**config.mk**
```make
export PLATFORM = sky130hd
export DESIGN_NAME = sync_fifo
export DESIGN_NICKNAME = d
export VERILOG_FILES = /design/src/solver_pkg.sv /design/src/sync_fifo.sv
export SDC_FILE = /design/constraint.sdc
export NUM_CORES = 1
export LEC_CHECK = 0
export ABC_AREA = 1
export CORE_UTILIZATION = 61
export CTS_BUF_LIST = sky130_fd_sc_hd__clkbuf_8
export DETAILED_ROUTE_END_ITERATION = 7
export DONT_BUFFER_PORTS = 1
export MAX_ROUTING_LAYER = met4
export PLACE_DENSITY_LB_ADDON = 0.25
export SYNTH_ARGS = -nofsm -noshare
export SYNTH_HDL_FRONTEND = slang
export SYNTH_SLANG_ARGS = --single-unit
```
**constraint.sdc**
```tcl
create_clock -name clk_i -period 7.9 [get_ports clk_i]
set_input_delay 0.395 -clock clk_i [delete_from_list [all_inputs] [get_ports clk_i]]
set_output_delay 0.395 -clock clk_i [all_outputs]
set_load 0.005 [all_outputs]
```
**src/solver_pkg.sv**
```systemverilog
// ********************
// Shared widths, defaults and the queue item types of the equation solver
// Every solver module imports this package by wildcard
// ********************

package solver_pkg;

    localparam int DATA_W = 64;
    localparam int FRAC_W = 8;
    localparam int COEF_W = 8;
    localparam int TAG_W  = 8;

    localparam int N_UNK_DEFAULT      = 3;
    localparam int FIFO_DEPTH_DEFAULT = 4;

    // Wide enough for the largest supported system plus one
    localparam int IDX_W = $clog2(N_UNK_DEFAULT + 1);

    // One division request, numerator still unscaled
    typedef struct packed {
        logic [TAG_W-1:0]  tag;
        logic [IDX_W-1:0]  idx;
        logic [DATA_W-1:0] num;
        logic [DATA_W-1:0] den;
    } div_job_t;

    // One fixed-point unknown with FRAC_W fraction bits
    typedef struct packed {
        logic [TAG_W-1:0]  tag;
        logic [IDX_W-1:0]  idx;
        logic [DATA_W-1:0] quot;
        logic              singular;
    } div_result_t;

endpackage

```
**src/sync_fifo.sv**
```systemverilog
// ********************
// Single-clock queue with valid/ready on both sides
// The payload type is a parameter, so jobs and results share this code
// ********************

module sync_fifo
    import solver_pkg::*;
#(
    parameter type item_t = div_job_t,
    parameter int  DEPTH  = FIFO_DEPTH_DEFAULT
) (
    input  logic  clk_i,
    input  logic  rst_n_i,
    input  logic  wr_valid_i,
    output logic  wr_ready_o,
    input  item_t wr_data_i,
    output logic  rd_valid_o,
    input  logic  rd_ready_i,
    output item_t rd_data_o
);

    localparam int PTR_W = (DEPTH > 1) ? $clog2(DEPTH) : 1;
    localparam int CNT_W = $clog2(DEPTH + 1);

    item_t            mem [DEPTH];
    logic [PTR_W-1:0] wr_ptr;
    logic [PTR_W-1:0] rd_ptr;
    logic [CNT_W-1:0] count;
    logic             do_wr;
    logic             do_rd;

    assign wr_ready_o = (count != CNT_W'(DEPTH));
    assign rd_valid_o = (count != '0);
    assign rd_data_o  = mem[rd_ptr];

    assign do_wr = wr_valid_i && wr_ready_o;
    assign do_rd = rd_valid_o && rd_ready_i;

    always_ff @(posedge clk_i) begin
        if (do_wr) begin
            mem[wr_ptr] <= wr_data_i;
        end
    end

    always_ff @(posedge clk_i or negedge rst_n_i) begin
        if (!rst_n_i) begin
            wr_ptr <= '0;
            rd_ptr <= '0;
            count  <= '0;
        end else begin
            if (do_wr) begin
                wr_ptr <= (wr_ptr == PTR_W'(DEPTH - 1)) ? '0 : wr_ptr + 1'b1;
            end
            if (do_rd) begin
                rd_ptr <= (rd_ptr == PTR_W'(DEPTH - 1)) ? '0 : rd_ptr + 1'b1;
            end
            count <= count + CNT_W'(do_wr) - CNT_W'(do_rd);
        end
    end

endmodule

```
# Word-level counts from Yosys, hierarchy flattened
# Memory sizes are Yosys's and may differ from the RTL's.
# Index checks and enable logic that the tools add are counted.
dict set report word_totals {
  inputBits 142
  mem_bits_rw 552
  word_cells 18
  reg_bits 7
  memories 1
  out_inout_bits 140
}
# name depth width read_ports rd_ports_with_merged_regs write_ports line_no
set memory_table {}
lappend memory_table {mem 4 138 1 0 1 sync_fifo.sv:25} ;# item_t mem [DEPTH];
dict set report classes {
  n_addsub 4
  mux 4
  n_reduce_logical 3
  eq_ne 3
}
# operator count
set op_table {}
lappend op_table {{adder 2 x 1 -> 2 bit (second input constant)} 2}
lappend op_table {{== test 2 bit (second input constant)} 2}
lappend op_table {{2-to-1 mux 2 bit} 2}
lappend op_table {{adder 3 x 1 -> 3 bit} 1}
lappend op_table {{!= test 3 bit (second input constant)} 1}
lappend op_table {{nonzero test 3 bit} 1}
lappend op_table {{subtractor 3 x 1 -> 3 bit} 1}
lappend op_table {{logical AND 1 bit} 2}
lappend op_table {{2-to-1 mux 1 bit} 2}

# Longest topological paths before layout
# Gate-level depths: netlist of the first run.
dict set report depth {
  depth_word 4
  ltp_mapped 12
  depth_no_buf 12
}

# Worst setup path before layout of the first run
# Ideal clock, no wire load.
dict set report synth_timing {
  path_kind {register to register}
  start {register count[1]}
  end {memory mem[0][0] (netlist name) (enable)}
  path_stages_with_launch 5
  setup_ns 0.638
  setup_slack_ns 0.784
  n_path_buf 0
  required_ns 7.262
  t_arrival_ns 6.478
  period_less_slack_ns 7.116
  cell_sequence {dfrtp_1 nor2_1 nand2_1 nand2_1 nor2_1}
}
dict set report synth_between {
  elab_chain_cells 4
}
# element line_no
set synth_rtl {}
lappend synth_rtl {{start, declared} sync_fifo.sv:28} ;# logic [CNT_W-1:0] count;
lappend synth_rtl {{start signal, assigned} sync_fifo.sv:57} ;# count <= count + CNT_W'(do_wr) - CNT_W'(do_rd);
lappend synth_rtl {{!= test 3 bit} sync_fifo.sv:32} ;# assign wr_ready_o = (count != CNT_W'(DEPTH));
lappend synth_rtl {{via wr_ready_o} sync_fifo.sv:15} ;# output logic wr_ready_o,
lappend synth_rtl {{logical AND 1 bit} sync_fifo.sv:36} ;# assign do_wr = wr_valid_i && wr_ready_o;
lappend synth_rtl {{2-to-1 mux 1 bit} sync_fifo.sv:40} ;# if (do_wr) begin
lappend synth_rtl {{2-to-1 mux 1 bit (not written as such)} sync_fifo.sv:41} ;# mem[wr_ptr] <= wr_data_i;
lappend synth_rtl {{end, declared} sync_fifo.sv:25}
# The timed path passes the listed nets, and every way through them passes these cells.

==> results of run 1 <==
power groups by stage:
stage	combinational (W)	sequential, W	clock, W
finish	0.00251	0.00415	0.00218
global route	0.00279	0.00420	0.00236
CTS	0.00254	0.00415	0.00223
detailed placement	0.00244	0.00421	0
global placement	0.00238	0.00418	0
floorplan	0.00202	0.00419	0
through the flow:
step	instance area [sq um]	util, %	power [W]	worst slack, ns
floorplan	22600	-	0.00621	0.784
global placement	22800	62.4	0.00656	4.67
detailed placement	22800	62.4	0.00665	4.68
CTS	25800	70.6	0.00892	4.06
global route	25800	70.6	0.00936	3.90
finish	25800	70.6	0.00883	4.14
worst min-delay path by stage:
stage / slack, ns / end
6_report: 0.11 / count[0]
5_1_grt: 0.09 / count[0]
4_1_cts: 0.05 / count[0]
3_5_place_dp: 0.1 / count[2]
3_3_place_gp: 0.1 / count[2]
2_1_floorplan: 0.1 / count[0]
per-layer routing:
layer	up-vias	share of wire [%]	routed length [microns]
met1	6064	40	17500
met5	-	0	0
met3	87	7.8	3400
met4	0	2.5	1090
met2	409	49	21500
li1	6131	-	-
kinds of logic after synthesis:
family | count (synthesis) | share of synthesized area [%]
flops | 559 | 74.1
simple gates | 443 | 7.39
buf+inv | 383 | 7.29
compound gates | 276 | 10.7
fa+ha+maj | 8 | 0.476
worst max-delay path: cells and delay by family (launching register included):
kind            cells  cell delay (ns)
compound gates      1             0.19
simple gates        1             0.20
buf+inv             2             1.54
flops               1             0.69
state kept, by name, summed over array words and instances (netlist names):
signal,flops
rd_ptr,2
wr_ptr,2
count,3
mem,552
synthesized netlist by cell type (all sizes together):
master  number  area share [%]
nand3        5            0.11
buf         85             2.3
dfrtp        7            0.78
fa           1           0.089
inv        290             4.8
nor2         7            0.12
edfxtp     552              73
ha           7            0.39
clkbuf       8            0.13
nand2      431             7.2
o211ai     276              11
what timing repair did:
| action | CTS | global route |
|---|---|---|
| hold buffers | 141 | 0 |
| setup endpoints to repair | 0 | 0 |
| endpoints found under the hold margin | 563 | 0 |
| resized for setup | 0 | 0 |
layout make-up:
type / instances / area [sq um]
multi-input combinational: 727 / 4230
antenna: 6 / 15.0
tap: 468 / 586
fill: 2330 / 10700
sequential: 559 / 16800
inverter: 290 / 1090
clock inverter: 58 / 287
timing repair buffer: 158 / 1550
clock buffer: 93 / 1280
==> results.py, run 1 <==
metrics = {
    "global_route": {
        "top_usage_layer": "met2",
        "grt.total_usage_pct": 24.2,
        "grt_pass1_vias": 12800,
        "antenna_found_initial": 6,
        "grt-ovfl-total": 0,
        "grt_max_degree": 199,
        "grt_use_met1_pct": 29.1,
        "grt_pass1_wl_microns": 68100,
        "grt_use_met3_pct": 7.48,
        "gr-usage-met2_pct": 38.7,
    },
    "setup_path": {
        "rr_endpoint": "mem[3][44]",
        "crit_start": "rd_ptr[1]",
        "endpoint": "rd_data_o[71]",
        "cpPeakStageDelay_ns": 0.84,
        "r2r_start": "count[1]",
        "arrival_ns": 3.37,
        "required_ns": 7.51,
        "path_max_fanout": 80,
        "rrSetupSlack_ns": 4.70,
        "cp_slowest_cell": "buf_4",
        "path_cells": "inv_6 -> buf_4 -> o211ai_2 -> nand2_1",
        "cp-end-kind": "output port",
        "critical_path_class": "flip-flop to output port",
        "cp-start-kind": "flip-flop",
        "reg2regPathDepth": 6,
    },
    "clock_network": {
        "htree_levels": 3,
        "cts.sinks": 559,
        "root_buffer": "clkbuf_8",
        "insertion_delay_ns": 0.62,
        "cts_buffer_depth": 3,
        "cts_tree": "built",
        "cts_setup_buffers": 0,
        "path_clk_slew_ns": 0.06,
        "cts_buffers": 87,
    },
    "pwr": {
        "clockPowerShare_pct": 24.7,
        "power_frac_seq_pct": 46.9,
        "p_leak_nw": 9.93,
        "irDropWorstVdd_mv": 0.266,
        "intPower_w": 0.00575,
        "cellPowerDensity_nw_per_um2": 342,
        "comb_power_share_pct": 28.4,
        "swShare_pct": 34.9,
        "p_switching_w": 0.00308,
    },
    "drt": {
        "drt_iter0_drc": 775,
        "drtAntennaViolNets": 0,
        "vias_per_cell": 5.38,
        "drc": 0,
        "avgRoutedWirePerCell_microns": 18.4,
        "dr.pass1.iters": 5,
        "vias": 12700,
        "routed_wl_microns": 43500,
    },
    "timing": {
        "finClkSkew_ns": 0.0102,
        "fin_crit_sh_pct": 47.6,
        "final_hold_viol_count": 0,
        "fmax_ghz": 0.266,
        "setup_viol_count_final": 0,
        "whs_ns": 0.110,
        "tightestPinTransition_ns": 1.16,
        "rsz0062_at_grt": "no",
        "slew_violations": 0,
        "fin_tns_setup_ns": 0,
        "fin_crit_ns": 3.76,
        "relSlewSlack_pct": 22.2,
    },
    "die": {
        "die_area_sq_um": 37800,
        "pin_count": 282,
        "die-height_microns": 194,
        "num_rows": 70,
        "core_sq_um": 36500,
        "start_util_pct": 61.9,
        "die_w_microns": 194,
    },
    "cells_and_area": {
        "final_cell_mix": "edfxtp_1, nand2_1, inv_1",
        "finalNonFillerCells": 2359,
        "drive_above_1_share_pct": 10.4,
        "area_growth_pct": 14.2,
        "layout.nets": 1973,
        "final_common_cell": "edfxtp_1",
    },
    "synthesis": {
        "ys_warn_count": 0,
        "yosysSeqAreaShare_pct": 74.1,
        "synth_seq_cells": 559,
        "syn_area_sq_um": 22600,
        "synth.distinct_cells": 14,
        "postSynthAreaPerCell_sq_um": 13.5,
        "syn_nets": 1819,
        "synth_cells": 1669,
    },
    "placed_design": {
        "gp_congestion": 0.816,
        "place_inst": 2061,
        "io_buffers": 0,
        "dp_hpwl_microns": 24300,
    },
    "status": {
        "status": "finished, final reports clean",
    },
    "worst_hold_path": {
        "min_path_type": "primary input to asynchronous set/reset pin",
    },
    "job": {
        "cap_violations": 0,
    },
}
(Power assumes the default switching activity.)
==> run 2: changes to the inputs <==
==> constraint.sdc (replaced) <==
create_clock -name clk_i -period 3.9 [get_ports clk_i]
set_input_delay 0.195 -clock clk_i [delete_from_list [all_inputs] [get_ports clk_i]]
set_output_delay 0.195 -clock clk_i [all_outputs]
set_load 0.005 [all_outputs]
==> results.py, run 2 (same netlist as run 1, synthesis figures left out) <==
metrics = {
    "timing": {
        "relSlewSlack_pct": 31.9,
        "fmax_ghz": 0.346,
        "final_hold_viol_count": 0,
        "fin_tns_setup_ns": 0,
        "fin_crit_ns": 2.89,
        "rsz0062_at_grt": "no",
        "fin_crit_sh_pct": 74.1,
        "slew_violations": 0,
        "setup_viol_count_final": 0,
        "tightestPinTransition_ns": 1.02,
        "finClkSkew_ns": 0.0170,
    },
    "setup_path": {
        "rrSetupSlack_ns": 1.49,
        "r2r_start": "count[1]",
        "path_max_fanout": 47,
        "cp_slowest_cell": "dfrtp_4",
        "arrival_ns": 2.69,
        "cp-end-kind": "output port",
        "rr_endpoint": "mem[1][62]",
        "critical_path_class": "flip-flop to output port",
        "reg2regPathDepth": 5,
        "cp-start-kind": "flip-flop",
        "cpPeakStageDelay_ns": 0.72,
        "path_cells": "inv_6 -> buf_4 -> o211ai_1 -> nand2_1",
        "path_buf_inv": 2,
        "cp_top_family": "buffers and inverters",
        "required_ns": 3.70,
    },
    "drt": {
        "wirelength_met1_microns": 18000,
        "dr_wl_met3_microns": 3180,
        "top_layer": "met4",
        "dr.pass1.iters": 7,
        "routed_wl_microns": 44400,
        "avgRoutedWirePerCell_microns": 18.8,
        "met2_length_microns": 22200,
        "drc": 0,
        "vias": 12800,
        "drtAntennaViolNets": 0,
        "drt_iter0_drc": 638,
        "vias_per_cell": 5.42,
    },
    "clock_network": {
        "cts.sinks": 559,
        "path_clk_slew_ns": 0.06,
        "cts_buffers": 86,
        "root_buffer": "clkbuf_8",
        "cts_buffer_depth": 3,
        "cts_tree": "built",
        "insertion_delay_ns": 0.62,
        "htree_levels": 3,
    },
    "cells_and_area": {
        "finalNonFillerCells": 2366,
        "top_register": "mem",
        "top_regs": "mem x552, count x3",
        "final_util_pct": 71.1,
        "layout.nets": 1982,
        "area_growth_pct": 14.9,
        "final_common_cell": "edfxtp_1",
        "fillers": 2356,
        "largest_reg_flops": 552,
        "final_cell_mix": "edfxtp_1, nand2_1, inv_1",
        "drive_above_1_share_pct": 10.7,
    },
    "placed_design": {
        "io_buffers": 0,
        "place_inst": 2070,
        "dp_hpwl_microns": 24700,
        "gp_congestion": 0.823,
    },
    "die": {
        "num_rows": 70,
        "core_sq_um": 36500,
        "pin_count": 282,
        "die_w_microns": 194,
        "start_util_pct": 61.9,
        "die_area_sq_um": 37800,
        "die-height_microns": 194,
    },
    "worst_hold_path": {
        "min_path_type": "primary input to flip-flop",
        "hold_depth": 3,
        "hp-start": "wr_valid_i",
        "hold_path_end": "wr_ptr[1]",
    },
    "job": {
        "cap_violations": 0,
    },
    "global_route": {
        "grt_pass1_wl_microns": 69600,
        "grt_pass1_vias": 13000,
        "antenna_found_initial": 1,
        "grt-ovfl-total": 0,
        "grt.total_usage_pct": 24.7,
        "grt_max_degree": 96,
    },
    "status": {
        "status": "finished, final reports clean",
    },
    "pwr": {
        "irDropWorstVdd_mv": 0.474,
        "cellPowerDensity_nw_per_um2": 693,
        "finalPower_w": 0.0180,
        "p_leak_nw": 9.97,
    },
}
-- run 2: changes by cell type in the layout (fill, tap and decap cells not counted), moves of 3 or more --
cell	delta
clkbuf_8	-5
inv_1	-7
diode_2	-3
clkinv_2	+3
buf_12	+13
clkinv_1	+9
buf_4	-4
-- run 2: final cells by class --
| type | instances | area (sq um) | area share (%) |
|---|---|---|---|
| Timing Repair Buffer | 168 | 1790 | 6.90 |
| Tap cell | 468 | 586 | 2.26 |
| Clock buffer | 88 | 1210 | 4.66 |
| Sequential cell | 559 | 16800 | 64.5 |
| Inverter | 290 | 1090 | 4.21 |
| Multi-Input combinational cell | 727 | 4230 | 16.3 |
| Antenna cell | 3 | 7.51 | 0.0289 |
| Clock inverter | 63 | 288 | 1.11 |
-- run 2: metrics by stage --
step | setup WS, ns | hold slack, ns | cell area, sq um
floorplan | -0.928 | -0.101 | 22600
global placement | 1.54 | -0.100 | 23000
detailed placement | 1.50 | -0.100 | 23000
CTS | 0.958 | 0.0369 | 26000
global route | 0.881 | 0.0971 | 26000
finish | 1.01 | 0.0873 | 26000
-- run 2: worst max-delay path by stage --
stage / start / end / cells past startpoint
finish: rd_ptr[1] / rd_data_o[117] / 4
global route: rd_ptr[1] / rd_data_o[104] / 4
CTS: rd_ptr[1] / rd_data_o[117] / 4
detailed placement: count[1] / mem[1][50] / 5
global placement: count[1] / mem[1][63] / 5
floorplan: count[1] / mem[0][0] / 4
-- run 2: worst register-to-register path: stages, from the launching register on --
cell and delay, ns:
dfrtp_1 0.42, nor2_1 0.08, nand2_1 0.15, nand2_1 0.30
nor2_4 0.22, buf_4 0.74
-- run 2: repair_timing --
| action | in CTS | in global routing |
|---|---|---|
| resized for setup | 0 | 0 |
| hold endpoints to repair | 563 | 0 |
| setup endpoints to repair | 0 | 0 |
| hold buffers | 142 | 0 |
| buffers inserted | 0 | 0 |
-- run 2: report_power, final --
group | leakage, nW | switching (W) | internal, W
Clock | 0.864 | 0.00212 | 0.00215
Combinational | 3.97 | 0.00372 | 0.00164
Sequential | 5.14 | 0.000492 | 0.00789
Total | 9.97 | 0.00633 | 0.0117
-- run 2: per-layer routing --
layer	track usage, %	up-vias
met5	-	-
met2	39.5	382
met1	30.1	6216
met4	10.0	0
met3	6.26	73
li1	-	6162
==> run 3: changes to the inputs <==
--- a/config.mk
+++ b/config.mk
@@ -5,7 +5,7 @@
 export SDC_FILE = /design/constraint.sdc
 export NUM_CORES = 1
 export LEC_CHECK = 0
-export ABC_AREA = 1
+export ABC_AREA = 0
 export CORE_UTILIZATION = 61
 export CTS_BUF_LIST = sky130_fd_sc_hd__clkbuf_8
 export DETAILED_ROUTE_END_ITERATION = 7
==> constraint.sdc (replaced) <==
create_clock -name clk_i -period 2.7 [get_ports clk_i]
set_input_delay 0.135 -clock clk_i [delete_from_list [all_inputs] [get_ports clk_i]]
set_output_delay 0.135 -clock clk_i [all_outputs]
set_load 0.005 [all_outputs]
==> results.py, run 3 <==
metrics = {
    "placed_design": {
        "io_buffers": 0,
        "gp_congestion": 0.732,
        "dp_hpwl_microns": 21900,
        "dpl_cell_area_sq_um": 21000,
        "place_inst": 1188,
    },
    "drt": {
        "avgRoutedWirePerCell_microns": 26.0,
        "vias_per_cell": 5.93,
        "dr.pass1.iters": 4,
        "drtAntennaViolNets": 0,
        "routed_wl_microns": 38700,
        "vias": 8838,
        "drc": 0,
        "drt_iter0_drc": 657,
    },
    "setup_path": {
        "cpPeakStageDelay_ns": 0.53,
        "r2r_start": "count[1]",
        "path_buf_inv": 3,
        "cp-start-kind": "flip-flop",
        "rr_endpoint": "count[2]",
        "arrival_ns": 3.03,
        "cp_slowest_cell": "or3_2",
        "critical_path_class": "flip-flop to flip-flop",
        "required_ns": 3.18,
        "reg2regPathDepth": 10,
        "cp-end-kind": "flip-flop",
        "rrSetupSlack_ns": 0.15,
        "path_common_cell": "inv_1",
        "crit_start": "count[1]",
        "path_cells": "or3_2 -> nand2_2 -> inv_1 -> ha_1 -> inv_1 -> ha_1 -> inv_1 -> fa_1 -> xnor2_2 -> xnor2_1",
        "path_max_fanout": 4,
        "cp_top_family": "adder cells",
    },
    "global_route": {
        "grt_max_degree": 74,
        "grt_pass1_wl_microns": 56700,
        "grt-ovfl-total": 0,
        "grt.total_usage_pct": 23.8,
        "antenna_found_initial": 4,
        "grt_pass1_vias": 9485,
    },
    "pwr": {
        "irDropWorstVdd_mv": 0.706,
        "cellPowerDensity_nw_per_um2": 1020,
        "p_switching_w": 0.00699,
        "comb_power_share_pct": 25.3,
        "power_frac_seq_pct": 48.7,
        "clockPowerShare_pct": 26.1,
        "p_leak_nw": 7.81,
        "intPower_w": 0.0176,
        "swShare_pct": 28.4,
    },
    "die": {
        "start_util_pct": 62.3,
        "die_area_sq_um": 34100,
        "num_rows": 66,
        "die-height_microns": 185,
        "pin_count": 282,
        "core_sq_um": 32700,
        "die_w_microns": 185,
    },
    "clock_network": {
        "cts_setup_buffers": 0,
        "insertion_delay_ns": 0.61,
        "cts_buffers": 84,
        "path_clk_slew_ns": 0.06,
        "root_buffer": "clkbuf_8",
        "htree_levels": 3,
        "cts_tree": "built",
        "cts.sinks": 559,
        "cts_buffer_depth": 3,
    },
    "synthesis": {
        "syn_area_sq_um": 20400,
        "synth_area_leaders": "edfxtp_1, mux4_2, dfrtp_1",
        "synth.distinct_cells": 20,
        "postSynthAreaPerCell_sq_um": 26.8,
        "ys_async_sr_fraction_pct": 1.25,
        "synth_seq_cells": 559,
        "yosysSeqAreaShare_pct": 82.3,
        "syn_nets": 909,
        "ys_warn_count": 0,
        "synth-edff-count": 552,
        "yosysMostFrequentCell": "edfxtp_1",
        "synth_top_cells_by_count": "edfxtp_1, mux4_2, buf_2, buf_6",
        "netlist.area_leader.share_pct": 81.4,
        "synth_cells": 759,
        "synth_flop_cell": "edfxtp_1",
        "synth_top_area_cell": "edfxtp_1",
    },
    "cells_and_area": {
        "drive_above_1_share_pct": 26.2,
        "final_cell_mix": "edfxtp_1, dlygate4sd3_1, mux4_2",
        "top_regs": "mem x552, count x3",
        "finalNonFillerCells": 1490,
        "final_common_cell": "edfxtp_1",
        "top_register": "mem",
        "area_growth_pct": 18.0,
        "layout.nets": 1124,
        "stdcell_area_sq_um": 24000,
        "final_util_pct": 73.5,
        "largest_reg_flops": 552,
    },
    "timing": {
        "slew_violations": 0,
        "fmax_ghz": 0.392,
        "final_hold_viol_count": 0,
        "finClkSkew_ns": 0.0306,
        "rsz0062_at_grt": "no",
        "setup_viol_count_final": 0,
        "fin_crit_sh_pct": 94.4,
        "fin_crit_ns": 2.55,
        "tightestPinTransition_ns": 0.533,
        "relSlewSlack_pct": 64.5,
    },
    "worst_hold_path": {
        "hold_path_end": "mem[1][111]",
        "min_path_type": "primary input to flip-flop",
        "hold_depth": 1,
        "hp-start": "wr_valid_i",
    },
    "status": {
        "status": "finished, final reports clean",
    },
    "job": {
        "cap_violations": 0,
    },
}
==> run 3: changes by cell type after synthesis, moves of 4 or more <==
cell and change:
and3_2 +4, buf_2 -49, buf_4 -6, clkbuf_1 -7, inv_1 -283, mux4_2 +138
nand2_1 -430, nand3_1 -5, nor2_1 -5, o211ai_1 -206, o211ai_2 -70
==> run 3: what timing repair did <==
action / 4_1_cts / 5_1_grt
hold buffers: 142 / 0
endpoints found under the hold margin: 564 / 0
resized for setup: 0 / 2
setup endpoints to repair: 0 / 1
==> run 3: worst register-to-register path, stage by stage, from the launching register on <==
cell	delay (ns)
dfrtp_1	0.45
or3_2	0.53
nand2_2	0.13
inv_1	0.06
ha_1	0.28
inv_1	0.06
ha_1	0.14
inv_1	0.05
fa_1	0.44
xnor2_2	0.17
xnor2_1	0.13
==> run 3: routing by layer <==
metal | up-vias | GRT usage, % | wire length (microns)
met4 | 0 | 7.70 | 836
met2 | 344 | 38.6 | 20400
met5 | - | - | 0
li1 | 3756 | - | -
met3 | 71 | 8.04 | 3480
met1 | 4667 | 28.4 | 13900
==> run 3: layout make-up <==
| type | instances | area, sq um |
|---|---|---|
| diodes | 6 | 15.0 |
| clock buffers | 86 | 1180 |
| clock inverters | 68 | 392 |
| fillers | 1783 | 8670 |
| inverters | 7 | 26.3 |
| multi-input cells | 162 | 3380 |
| flip-flops and latches | 559 | 16800 |
| well taps | 442 | 553 |
| repair buffers | 160 | 1720 |
==> run 3: worst max path at each step <==
stage | endpoint | cells after the start
floorplan | mem[0][0] | 2
global placement | count[2] | 10
detailed placement | count[2] | 10
CTS | rd_data_o[45] | 2
global route | count[2] | 10
finish | count[2] | 10
==> run 3: cell families after synthesis <==
kind of cell	share of synthesized area (%)
xor gates and xnor gates	0.0861
adders and majority gates	0.528
buffers and inverters	1.25
DFF	82.3
muxes	15.5
and+or+nand+nor	0.338
==> run 3: power groups by stage <==
stage          Combinational (W)  Clock (W)  Sequential (W)
5_1_grt                  0.00662    0.00697          0.0121
2_1_floorplan            0.00457          0          0.0120
6_report                 0.00621    0.00641          0.0120
4_1_cts                  0.00629    0.00653          0.0120
3_3_place_gp             0.00587          0          0.0120
3_5_place_dp             0.00602          0          0.0121
==> run 3: stage by stage <==
step / total power [W] / setup WS, ns / setup TNS [ns] / hold slack, ns
after floorplan: 0.0165 / -0.0997 / -55.01 / -0.161
after global placement: 0.0179 / 0.298 / 0 / -0.160
after detailed placement: 0.0182 / 0.190 / 0 / -0.160
after CTS: 0.0248 / 0.165 / 0 / 0.00418
after global routing: 0.0257 / 0.0446 / 0 / 0.00568
final: 0.0246 / 0.150 / 0 / 0.0364
